<file path="config.mk">
export PLATFORM = sky130hd
export DESIGN_NAME = mem_power_manager
export DESIGN_NICKNAME = d
export VERILOG_FILES = /design/src/hw/power_ctrl_pkg.sv /design/src/hw/pwr_cmd_decoder.sv /design/src/hw/bank_pwr_sequencer.sv /design/src/hw/pwr_done_collector.sv /design/src/hw/mem_power_manager.sv
export SDC_FILE = /design/constraint.sdc
export NUM_CORES = 1
export LEC_CHECK = 0
export ABC_AREA = 1
export BUFFER_PORTS_ARGS = -buffer_cell sky130_fd_sc_hd__buf_4
export CORE_MARGIN = 2
export CORE_UTILIZATION = 58
export CTS_CLUSTER_DIAMETER = 100
export DETAILED_ROUTE_END_ITERATION = 7
export GPL_TIMING_DRIVEN = 0
export PLACE_DENSITY = 0.86
export SYNTH_ARGS = -nofsm -noshare
export SYNTH_HDL_FRONTEND = slang
export SYNTH_HIERARCHICAL = 1
export SYNTH_SLANG_ARGS = --single-unit
</file>
<file path="constraint.sdc">
create_clock -name clk_i -period 1.61 [get_ports clk_i]
set_clock_uncertainty 0.15 [all_clocks]
set_input_delay 0.161 -clock clk_i [delete_from_list [all_inputs] [get_ports clk_i]]
set_output_delay 0.161 -clock clk_i [all_outputs]
set_load 0.05 [all_outputs]
</file>
<file path="src/hw/power_ctrl_pkg.sv">
// shared types for RAM bank power control, at most 16 banks
// all bank pad controls are active low; 0 means the function is engaged
`default_nettype none

package power_ctrl_pkg;

  localparam int MAX_BANKS = 16;

  // level driven onto an active-low pad control
  localparam logic PWR_ASSERT_N  = 1'b0;
  localparam logic PWR_RELEASE_N = 1'b1;

  typedef logic [3:0] bank_idx_t;

  typedef enum logic [1:0] {
    OP_POWER_OFF = 2'd0,
    OP_POWER_ON  = 2'd1,
    OP_RET_ON    = 2'd2,
    OP_RET_OFF   = 2'd3
  } pwr_op_e;

  typedef enum logic {
    ST_DONE     = 1'b0,
    ST_REJECTED = 1'b1
  } pwr_status_e;

  // resting states are S_ON, S_OFF and S_RET
  typedef enum logic [3:0] {
    S_ON,
    S_OFF_CLK,
    S_OFF_ISO,
    S_OFF_RST,
    S_OFF_SW,
    S_OFF_WAIT,
    S_OFF,
    S_ON_SW,
    S_ON_WAIT,
    S_ON_ISO,
    S_ON_RST,
    S_ON_CLK,
    S_RET_CLK,
    S_RET,
    S_UNRET
  } pwr_state_e;

endpackage

`default_nettype wire

</file>
<file path="src/hw/pwr_cmd_decoder.sv">
// one cycle of latency from cmd_valid_i to the per-bank strobe
// commands to a bank at or above NUM_BANKS vanish without a report
`default_nettype none

module pwr_cmd_decoder
  import power_ctrl_pkg::*;
#(
  parameter int NUM_BANKS = 4
) (
  input  logic                 clk_i,
  input  logic                 arst_n_i,
  input  logic                 cmd_valid_i,
  input  bank_idx_t            cmd_bank_i,
  input  pwr_op_e              cmd_op_i,
  output logic [NUM_BANKS-1:0] bank_cmd_valid_o,
  output pwr_op_e              bank_cmd_op_o
);

  logic [NUM_BANKS-1:0] onehot;

  // out-of-range bank numbers match no bit
  always_comb begin
    onehot = '0;
    for (int b = 0; b < NUM_BANKS; b++) begin
      if (cmd_valid_i && (int'(cmd_bank_i) == b)) begin
        onehot[b] = 1'b1;
      end
    end
  end

  always_ff @(posedge clk_i or negedge arst_n_i) begin
    if (!arst_n_i) begin
      bank_cmd_valid_o <= '0;
    end else begin
      bank_cmd_valid_o <= onehot;
    end
  end

  // op is shared by all banks, only read alongside the strobe
  always_ff @(posedge clk_i) begin
    if (|onehot) begin
      bank_cmd_op_o <= cmd_op_i;
    end
  end

endmodule

`default_nettype wire

</file>
<file path="src/hw/bank_pwr_sequencer.sv">
// one bank: steps clock gate, isolation, reset and switch one cycle apart
// a new command must wait for done_o of the previous one
`default_nettype none

module bank_pwr_sequencer
  import power_ctrl_pkg::*;
(
  input  logic        clk_i,
  input  logic        arst_n_i,
  input  logic        cmd_valid_i,
  input  pwr_op_e     cmd_op_i,
  input  logic        switch_ack_ni,
  output logic        switch_no,
  output logic        iso_no,
  output logic        rst_no,
  output logic        set_retentive_no,
  output logic        clkgate_en_no,
  output logic        done_o,
  output pwr_status_e status_o
);

  pwr_state_e state_q;
  logic       cmd_legal;

  // only resting states accept anything
  always_comb begin
    case (cmd_op_i)
      OP_POWER_OFF: cmd_legal = (state_q == S_ON);
      OP_RET_ON:    cmd_legal = (state_q == S_ON);
      OP_POWER_ON:  cmd_legal = (state_q == S_OFF);
      OP_RET_OFF:   cmd_legal = (state_q == S_RET);
      default:      cmd_legal = 1'b0;
    endcase
  end

  always_ff @(posedge clk_i or negedge arst_n_i) begin
    if (!arst_n_i) begin
      state_q          <= S_ON;
      switch_no        <= PWR_RELEASE_N;
      iso_no           <= PWR_RELEASE_N;
      rst_no           <= PWR_RELEASE_N;
      set_retentive_no <= PWR_RELEASE_N;
      clkgate_en_no    <= PWR_RELEASE_N;
      done_o           <= 1'b0;
      status_o         <= ST_DONE;
    end else begin
      done_o <= 1'b0;

      case (state_q)
        // power off and retention on both start by stopping the clock
        S_ON: begin
          if (cmd_valid_i && cmd_legal) begin
            clkgate_en_no <= PWR_ASSERT_N;
            state_q       <= (cmd_op_i == OP_RET_ON) ? S_RET_CLK : S_OFF_CLK;
          end
        end
        S_OFF_CLK: begin
          iso_no  <= PWR_ASSERT_N;
          state_q <= S_OFF_ISO;
        end
        S_OFF_ISO: begin
          rst_no  <= PWR_ASSERT_N;
          state_q <= S_OFF_RST;
        end
        S_OFF_RST: begin
          switch_no <= PWR_ASSERT_N;
          state_q   <= S_OFF_SW;
        end
        S_OFF_SW, S_OFF_WAIT: begin
          if (!switch_ack_ni) begin
            done_o   <= 1'b1;
            status_o <= ST_DONE;
            state_q  <= S_OFF;
          end else begin
            state_q <= S_OFF_WAIT;
          end
        end
        S_OFF: begin
          if (cmd_valid_i && cmd_legal) begin
            switch_no <= PWR_RELEASE_N;
            state_q   <= S_ON_SW;
          end
        end
        // supply must be back before isolation drops
        S_ON_SW, S_ON_WAIT: begin
          if (switch_ack_ni) begin
            iso_no  <= PWR_RELEASE_N;
            state_q <= S_ON_ISO;
          end else begin
            state_q <= S_ON_WAIT;
          end
        end
        S_ON_ISO: begin
          rst_no  <= PWR_RELEASE_N;
          state_q <= S_ON_RST;
        end
        S_ON_RST: begin
          clkgate_en_no <= PWR_RELEASE_N;
          state_q       <= S_ON_CLK;
        end
        S_ON_CLK: begin
          done_o   <= 1'b1;
          status_o <= ST_DONE;
          state_q  <= S_ON;
        end
        S_RET_CLK: begin
          set_retentive_no <= PWR_ASSERT_N;
          done_o           <= 1'b1;
          status_o         <= ST_DONE;
          state_q          <= S_RET;
        end
        S_RET: begin
          if (cmd_valid_i && cmd_legal) begin
            set_retentive_no <= PWR_RELEASE_N;
            state_q          <= S_UNRET;
          end
        end
        S_UNRET: begin
          clkgate_en_no <= PWR_RELEASE_N;
          done_o        <= 1'b1;
          status_o      <= ST_DONE;
          state_q       <= S_ON;
        end
        // unused encoding, walk the bank down to a known off state
        default: begin
          clkgate_en_no <= PWR_ASSERT_N;
          state_q       <= S_OFF_CLK;
        end
      endcase

      // rejected commands leave state and pads alone
      if (cmd_valid_i && !cmd_legal) begin
        done_o   <= 1'b1;
        status_o <= ST_REJECTED;
      end
    end
  end

endmodule

`default_nettype wire

</file>
<file path="src/hw/pwr_done_collector.sv">
// reports one completion per cycle, lowest bank first
// a bank must not complete again while its last report is still pending
`default_nettype none

module pwr_done_collector
  import power_ctrl_pkg::*;
#(
  parameter int NUM_BANKS = 4
) (
  input  logic                 clk_i,
  input  logic                 arst_n_i,
  input  logic [NUM_BANKS-1:0] seq_done_i,
  input  pwr_status_e          seq_status_i [NUM_BANKS-1:0],
  output logic                 done_o,
  output bank_idx_t            done_bank_o,
  output pwr_status_e          done_status_o
);

  logic [NUM_BANKS-1:0] pending_q;
  logic [NUM_BANKS-1:0] grant;
  pwr_status_e          status_q [NUM_BANKS-1:0];

  // isolate the lowest pending bit
  assign grant  = pending_q & (~pending_q + 1'b1);
  assign done_o = |pending_q;

  always_comb begin
    done_bank_o   = '0;
    done_status_o = ST_DONE;
    for (int b = NUM_BANKS - 1; b >= 0; b--) begin
      if (pending_q[b]) begin
        done_bank_o   = bank_idx_t'(b);
        done_status_o = status_q[b];
      end
    end
  end

  always_ff @(posedge clk_i or negedge arst_n_i) begin
    if (!arst_n_i) begin
      pending_q <= '0;
    end else begin
      pending_q <= (pending_q & ~grant) | seq_done_i;
    end
  end

  always_ff @(posedge clk_i) begin
    for (int b = 0; b < NUM_BANKS; b++) begin
      if (seq_done_i[b]) begin
        status_q[b] <= seq_status_i[b];
      end
    end
  end

endmodule

`default_nettype wire

</file>
<file path="src/hw/mem_power_manager.sv">
// RAM bank power manager, NUM_BANKS from 1 to 16
// no back-pressure; one outstanding command per bank
`default_nettype none

module mem_power_manager
  import power_ctrl_pkg::*;
#(
  parameter int NUM_BANKS = 4
) (
  input  logic                 clk_i,
  input  logic                 arst_n_i,
  input  logic                 cmd_valid_i,
  input  bank_idx_t            cmd_bank_i,
  input  pwr_op_e              cmd_op_i,
  output logic [NUM_BANKS-1:0] bank_pwrgate_switch_no,
  input  logic [NUM_BANKS-1:0] bank_pwrgate_switch_ack_ni,
  output logic [NUM_BANKS-1:0] bank_iso_no,
  output logic [NUM_BANKS-1:0] bank_rst_no,
  output logic [NUM_BANKS-1:0] bank_set_retentive_no,
  output logic [NUM_BANKS-1:0] bank_clkgate_en_no,
  output logic                 done_o,
  output bank_idx_t            done_bank_o,
  output pwr_status_e          done_status_o
);

  logic [NUM_BANKS-1:0] bank_cmd_valid;
  pwr_op_e              bank_cmd_op;
  logic [NUM_BANKS-1:0] seq_done;
  pwr_status_e          seq_status [NUM_BANKS-1:0];

  if ((NUM_BANKS < 1) || (NUM_BANKS > MAX_BANKS)) begin : g_num_banks_check
    $error("NUM_BANKS must lie between 1 and %0d", MAX_BANKS);
  end

  pwr_cmd_decoder #(
    .NUM_BANKS(NUM_BANKS)
  ) u_decoder (
    .clk_i,
    .arst_n_i,
    .cmd_valid_i,
    .cmd_bank_i,
    .cmd_op_i,
    .bank_cmd_valid_o(bank_cmd_valid),
    .bank_cmd_op_o   (bank_cmd_op)
  );

  for (genvar i = 0; i < NUM_BANKS; i++) begin : g_bank
    bank_pwr_sequencer u_seq (
      .clk_i,
      .arst_n_i,
      .cmd_valid_i     (bank_cmd_valid[i]),
      .cmd_op_i        (bank_cmd_op),
      .switch_ack_ni   (bank_pwrgate_switch_ack_ni[i]),
      .switch_no       (bank_pwrgate_switch_no[i]),
      .iso_no          (bank_iso_no[i]),
      .rst_no          (bank_rst_no[i]),
      .set_retentive_no(bank_set_retentive_no[i]),
      .clkgate_en_no   (bank_clkgate_en_no[i]),
      .done_o          (seq_done[i]),
      .status_o        (seq_status[i])
    );
  end

  pwr_done_collector #(
    .NUM_BANKS(NUM_BANKS)
  ) u_collector (
    .clk_i,
    .arst_n_i,
    .seq_done_i  (seq_done),
    .seq_status_i(seq_status),
    .done_o,
    .done_bank_o,
    .done_status_o
  );

endmodule

`default_nettype wire

</file>
# After elaboration in Yosys (flattened, before gate mapping)
# Memory sizes are Yosys's and may differ from the RTL's.
# Cells that the tools add are included.
op_classes:
  addsub: 1
  multipliers: 0
  n_div: 0
  n_lt_le_gt_ge: 0
  eq_ne: 82
  shift: 0
  mux: 105
  bitwise: 9
  n_reduce_logical: 93
op_table:
  columns: ["cell", "n"]
  rows:
  - ["one-hot mux 4 bit (12 select lines)", 4]
  - ["== test 4 bit (second input constant)", 28]
  - ["== test 4 x 3 -> 1 bit (second input constant)", 18]
  - ["2-to-1 mux 4 bit", 16]
  - ["2-to-1 mux 1 bit", 48]
  - ["one-hot mux 1 bit (2 select lines)", 24]
  - ["OR reduction 12 bit", 4]
  - ["AND reduction 2 bit", 20]
  - ["== test 4 x 2 -> 1 bit (second input constant)", 9]
  - ["OR reduction 2 bit", 17]
  - ["!= test 2 bit (second input constant)", 16]
  - ["nonzero test 2 bit", 16]
  - ["one-hot mux 1 bit (3 select lines)", 8]
  - ["zero test 4 bit", 5]
  - ["== test 4 x 1 -> 1 bit (second input constant)", 4]
  - ["logical AND 1 bit", 12]
  - ["!= test 3 x 2 -> 1 bit (second input constant)", 4]
  - ["AND reduction 3 bit", 4]
  - ["nonzero test 3 bit", 4]
  - ["OR reduction 3 bit", 4]
  - ["2-to-1 mux 2 bit", 5]
  - ["bitwise AND 4 bit", 2]
  - ["NOT 4 bit", 2]
  - ["OR reduction 4 bit", 2]
  - ["other kinds (7)", 14]
word_totals:
  regBits: 54
  latch_bits: 0
  mem_bits_rw: 4
  rom_bits: 0
  in_bits: 13
  mem_count: 1
mem_list:
  columns: ["memory", "words", "word_bits", "read_ports", "rd_ports_with_merged_regs", "write_ports", "line", "text"]
  rows:
  - ["u_collector.status_q", 4, 1, 4, 0, 4, "pwr_done_collector.sv:21", "pwr_status_e status_q [NUM_BANKS-1:0];"]

# Depth between registers and ports, before layout
depth:
  word_depth: 7
  ltp_mapped: 11
  mapped_depth_nobuf: 10

# By module
# The synthesis kept the hierarchy.
modules_own_cells:
  columns: ["mod", "instances", "cells_per_inst", "area_per_inst_um2", "seq_area_each_um2"]
  rows:
  - ["bank_pwr_sequencer (g_bank[1].u_seq ...)", 3, 99, 698.2, 281.5]
  - ["bank_pwr_sequencer (g_bank[0].u_seq)", 1, 99, 700.7, 281.5]
  - ["pwr_done_collector", 1, 33, 340.3, 220.2]
  - ["pwr_cmd_decoder", 1, 18, 211.5, 160.2]

# Least setup slack after synthesis
# Ideal clock, no wire load.
synth_timing:
  path_type: "register to output"
  start: "reg u_collector.pending_q[2]"
  end: "out done_bank_o[0]"
  t_arrival_ns: 1.289
  required_time_ns: 1.299
  setup_slack_ns: 0.010
  path_stages_with_launch: 4
  path_cell_list: "dfrtp_1 -> inv_1 -> nand2_1 -> a21oi_1"
synth_via:
  elab_chain_cells: 3
synth_rtl:
  columns: ["element", "line", "text"]
  rows:
  - ["start: declaration", "pwr_done_collector.sv:19", "logic [NUM_BANKS-1:0] pending_q;"]
  - ["start signal: assignment", "pwr_done_collector.sv:42", "pending_q <= (pending_q & ~grant) | seq_done_i;"]
  - ["2-to-1 mux 4 bit (3 in series)", "pwr_done_collector.sv:31", "if (pending_q[b]) begin"]
  - ["end: declaration", "mem_power_manager.sv:22", "output bank_idx_t done_bank_o,"]
# No other way between the ends.

# Worst setup path in the final report
layout_timing:
  start: "reg u_collector.pending_q[1]"
  end: "out done_status_o"
layout_via:
  elab_chain_cells: 2
layout_rtl:
  columns: ["element", "line", "text"]
  rows:
  - ["2-to-1 mux 1 bit (2 in series)", "pwr_done_collector.sv:31", null]
  - ["end: declaration", "mem_power_manager.sv:23", "output pwr_status_e done_status_o"]
# No other way between the ends.

==> flow_metrics.env <==
export IMPL_start_kind="flop"
export IMPL_synth_top_area_share=0.239
export IMPL_first_pass_iters=5
export IMPL_areaGrowthSynthToFinish_pct=29.2
export IMPL_grt_pass1_vias=3177
export IMPL_synth_seq_area_share=0.450
export IMPL_root_buffer="clkbuf_8"
export IMPL_nets=532
export IMPL_ys_seq_elements=58
export IMPL_slew_violations=0
export IMPL_post_layout_nonfiller_instances=596
export IMPL_outcome="complete, no violations"
export IMPL_final_period_utilization=0.968
export IMPL_r2r_start="g_bank[0].u_seq/state_q[0]"
export IMPL_n_antenna_cell=0
export IMPL_synth_cell_types=27
export IMPL_ant_nets=0
export IMPL_slowest_delay_ns=0.45
export IMPL_numCtsBuffers=9
export IMPL_hold_path_class="input pin to asynchronous set/reset pin"
export IMPL_vias_per_cell=5.60
export IMPL_fmax_mhz=642
export IMPL_max_vdd_ir_drop_mv=1.46
export IMPL_hpwl_um=5470
export IMPL_worstPathCellList="inv_2 > nor2_1 > nor2_1 > nand2_1 > nand2_1 > buf_6"
export IMPL_cts_tree="yes"
export IMPL_hold_viol=0
export IMPL_setup_violations_final=0
export IMPL_start_util=0.604
export IMPL_synth_avg_cell_area_um2=7.49
export IMPL_fillers=373
export IMPL_routedWlPerCell_um=14.4
export IMPL_clk_pin_slew_worst_paths_ns=0.07
export IMPL_drtIter0Drc=418
export IMPL_htreeDepth=3
export IMPL_p_leak_nw=2.25
export IMPL_rows=27
export IMPL_grt_overflow=0
export IMPL_grt_max_degree=53
export IMPL_grtUsageTotal=0.275
export IMPL_routed_wl_um=8560
export IMPL_drive_above_1_share=0.323
export IMPL_drc_errors=0
export IMPL_setup_worst_path_start="u_collector/pending_q[1]"
export IMPL_cp_arrival_ns=1.25
export IMPL_critical_path_required_ns=1.30
export IMPL_die_area_um2=6390
export IMPL_fp_dieW_um=80.0
export IMPL_period_minus_slack_ns=1.56
export IMPL_p_per_area_nw_per_um2=1820
export IMPL_endpoint_kind="primary output"
export IMPL_synthTopCellsByArea="dfrtp_1 (24%), dfstp_2 (16%), nand2_1 (13%), inv_1 (7.2%), nor2_1 (6.6%)"
export IMPL_fin_ws_ns=0.0516
export IMPL_die_y_um=80.0
export IMPL_ys_warn_count=6
export IMPL_cp_max_fo=4
export IMPL_crit_type="flop to primary output"
export IMPL_cts_buffer_depth=2
export IMPL_clk_latency_ns=0.34
export IMPL_netlist_area_um2=3350
export IMPL_layout_common_cells="nand2_1 (114), inv_1 (56), buf_4 (47), nor2_1 (42), nand3_1 (24)"
export IMPL_grt_pass1_wl_um=13600
export IMPL_cap_violations=0
export IMPL_antenna_found_initial=0
export IMPL_clock_sinks=58
export IMPL_synth_top_area_cell="dfrtp_1"
export IMPL_postSynthCellCount=447
export IMPL_core_um2=5540
export IMPL_slew_headroom=0.565
export IMPL_tightestPinTransition_ns=0.653
export IMPL_worst_path_max_delay_cell="dfrtp_2"
export IMPL_vias=3338
export IMPL_io_pins=39
export IMPL_dp_cells=556
export IMPL_port_buffers=36
export IMPL_layout_commonest_cell="nand2_1"
export IMPL_worst_hold_slack_ns=0.235
export IMPL_routabilityCongestion=0.966
export IMPL_rsz0062_at_grt="true"
export IMPL_post_place_ws_ns=-0.0696
-- worst paths after layout --
check	endpoint	slack [ns]	cells past startpoint
worst max-delay path	done_status_o	0.05	6
worst min-delay path	g_bank[3].u_seq/state_q[1]	0.23	2
worst max register to register	g_bank[0].u_seq/state_q[0]	0.06	7
worst min register to register	u_collector/pending_q[0]	0.25	0
max in group asynchronous	g_bank[2].u_seq/state_q[2]	0.57	2
min in group clk_i	u_collector/pending_q[0]	0.25	0
-- cells in the mapped netlist, drive strengths merged --
library cell / count
nand2: 128
inv: 66
nor2: 61
nand3: 37
dfrtp: 32
o21ai: 30
dfstp: 20
o22ai: 16
nand4: 12
a21oi: 10
nor3: 8
buf: 6
edfxtp: 6
a21o: 4
nand3b: 4
o221ai: 4
conb: 1
nor3b: 1
o21bai: 1
-- through the flow --
stage	TNS (ns)	instance area, um2	util	total power [mW]
finish	0	4320	0.780	7.87
global route	-0.216	4320	0.780	8.38
CTS	0	4110	0.742	7.38
detailed placement	-0.734	3710	0.670	5.89
global placement	-0.277	3710	0.670	5.82
floorplan	0	3350	-	5.01
-- power breakdown --
group | leakage [nW] | switching [mW] | internal [mW]
Sequential | 0.665 | 0.468 | 1.99
Clock | 0.101 | 0.570 | 0.800
Combinational | 1.48 | 2.67 | 1.37
Total | 2.25 | 3.71 | 4.17
-- final cells by class --
type | instances | area, um2 | area share
inverters | 66 | 248 | 0.0573
multi-input cells | 318 | 1710 | 0.396
clock buffers | 14 | 163 | 0.0376
clock inverters | 2 | 35.0 | 0.00810
repair buffers | 60 | 490 | 0.113
well taps | 72 | 90.1 | 0.0208
plain buffers | 6 | 60.1 | 0.0139
flip-flops and latches | 58 | 1520 | 0.352
-- registers in the layout (all words and copies together), names as in the netlist --
signal	count
g_bank.u_seq/done_o	4
g_bank.u_seq/status_o	4
g_bank.u_seq/clkgate_en_no	4
g_bank.u_seq/state_q	16
g_bank.u_seq/set_retentive_no	4
u_decoder/bank_cmd_valid_o	4
g_bank.u_seq/switch_no	4
u_decoder/bank_cmd_op_o	2
g_bank.u_seq/iso_no	4
u_collector/pending_q	4
u_collector/status_q	4
g_bank.u_seq/rst_no	4
-- critical path, delay by kind of cell, from the launching register on --
kind	cells	cell delay [ns]
buffers and inverters	2	0.23
DFF	1	0.45
and+or+nand+nor	4	0.23
-- cells by family (layout without fill, tap and decap cells) --
kind of cell           count (synthesis)  count (layout)  synth area share
AO/OA/AOI/OAI                         65              65             0.117
buffers and inverters                 72             148            0.0920
flip-flops                            58              58             0.450
other                                  1               2           0.00112
AND/OR/NAND/NOR                      251             251             0.340
-- timing repair --
item | CTS | global route
endpoints found under the setup margin | 23 | 30
hold endpoints to repair | 44 | 0
hold buffers | 15 | 0
buffers inserted | 5 | 6
pin swaps | 1 | 10
resized for setup | 6 | 64
-- layer usage --
metal	wire, um	vias up	share of wire	track usage
met5	0	-	0	0
met4	119	0	0.014	0.134
met3	535	21	0.063	0.0475
met2	4280	152	0.50	0.450
met1	3620	1557	0.42	0.352
li1	-	1608	-	-
Power figures use the tool's default switching activity.
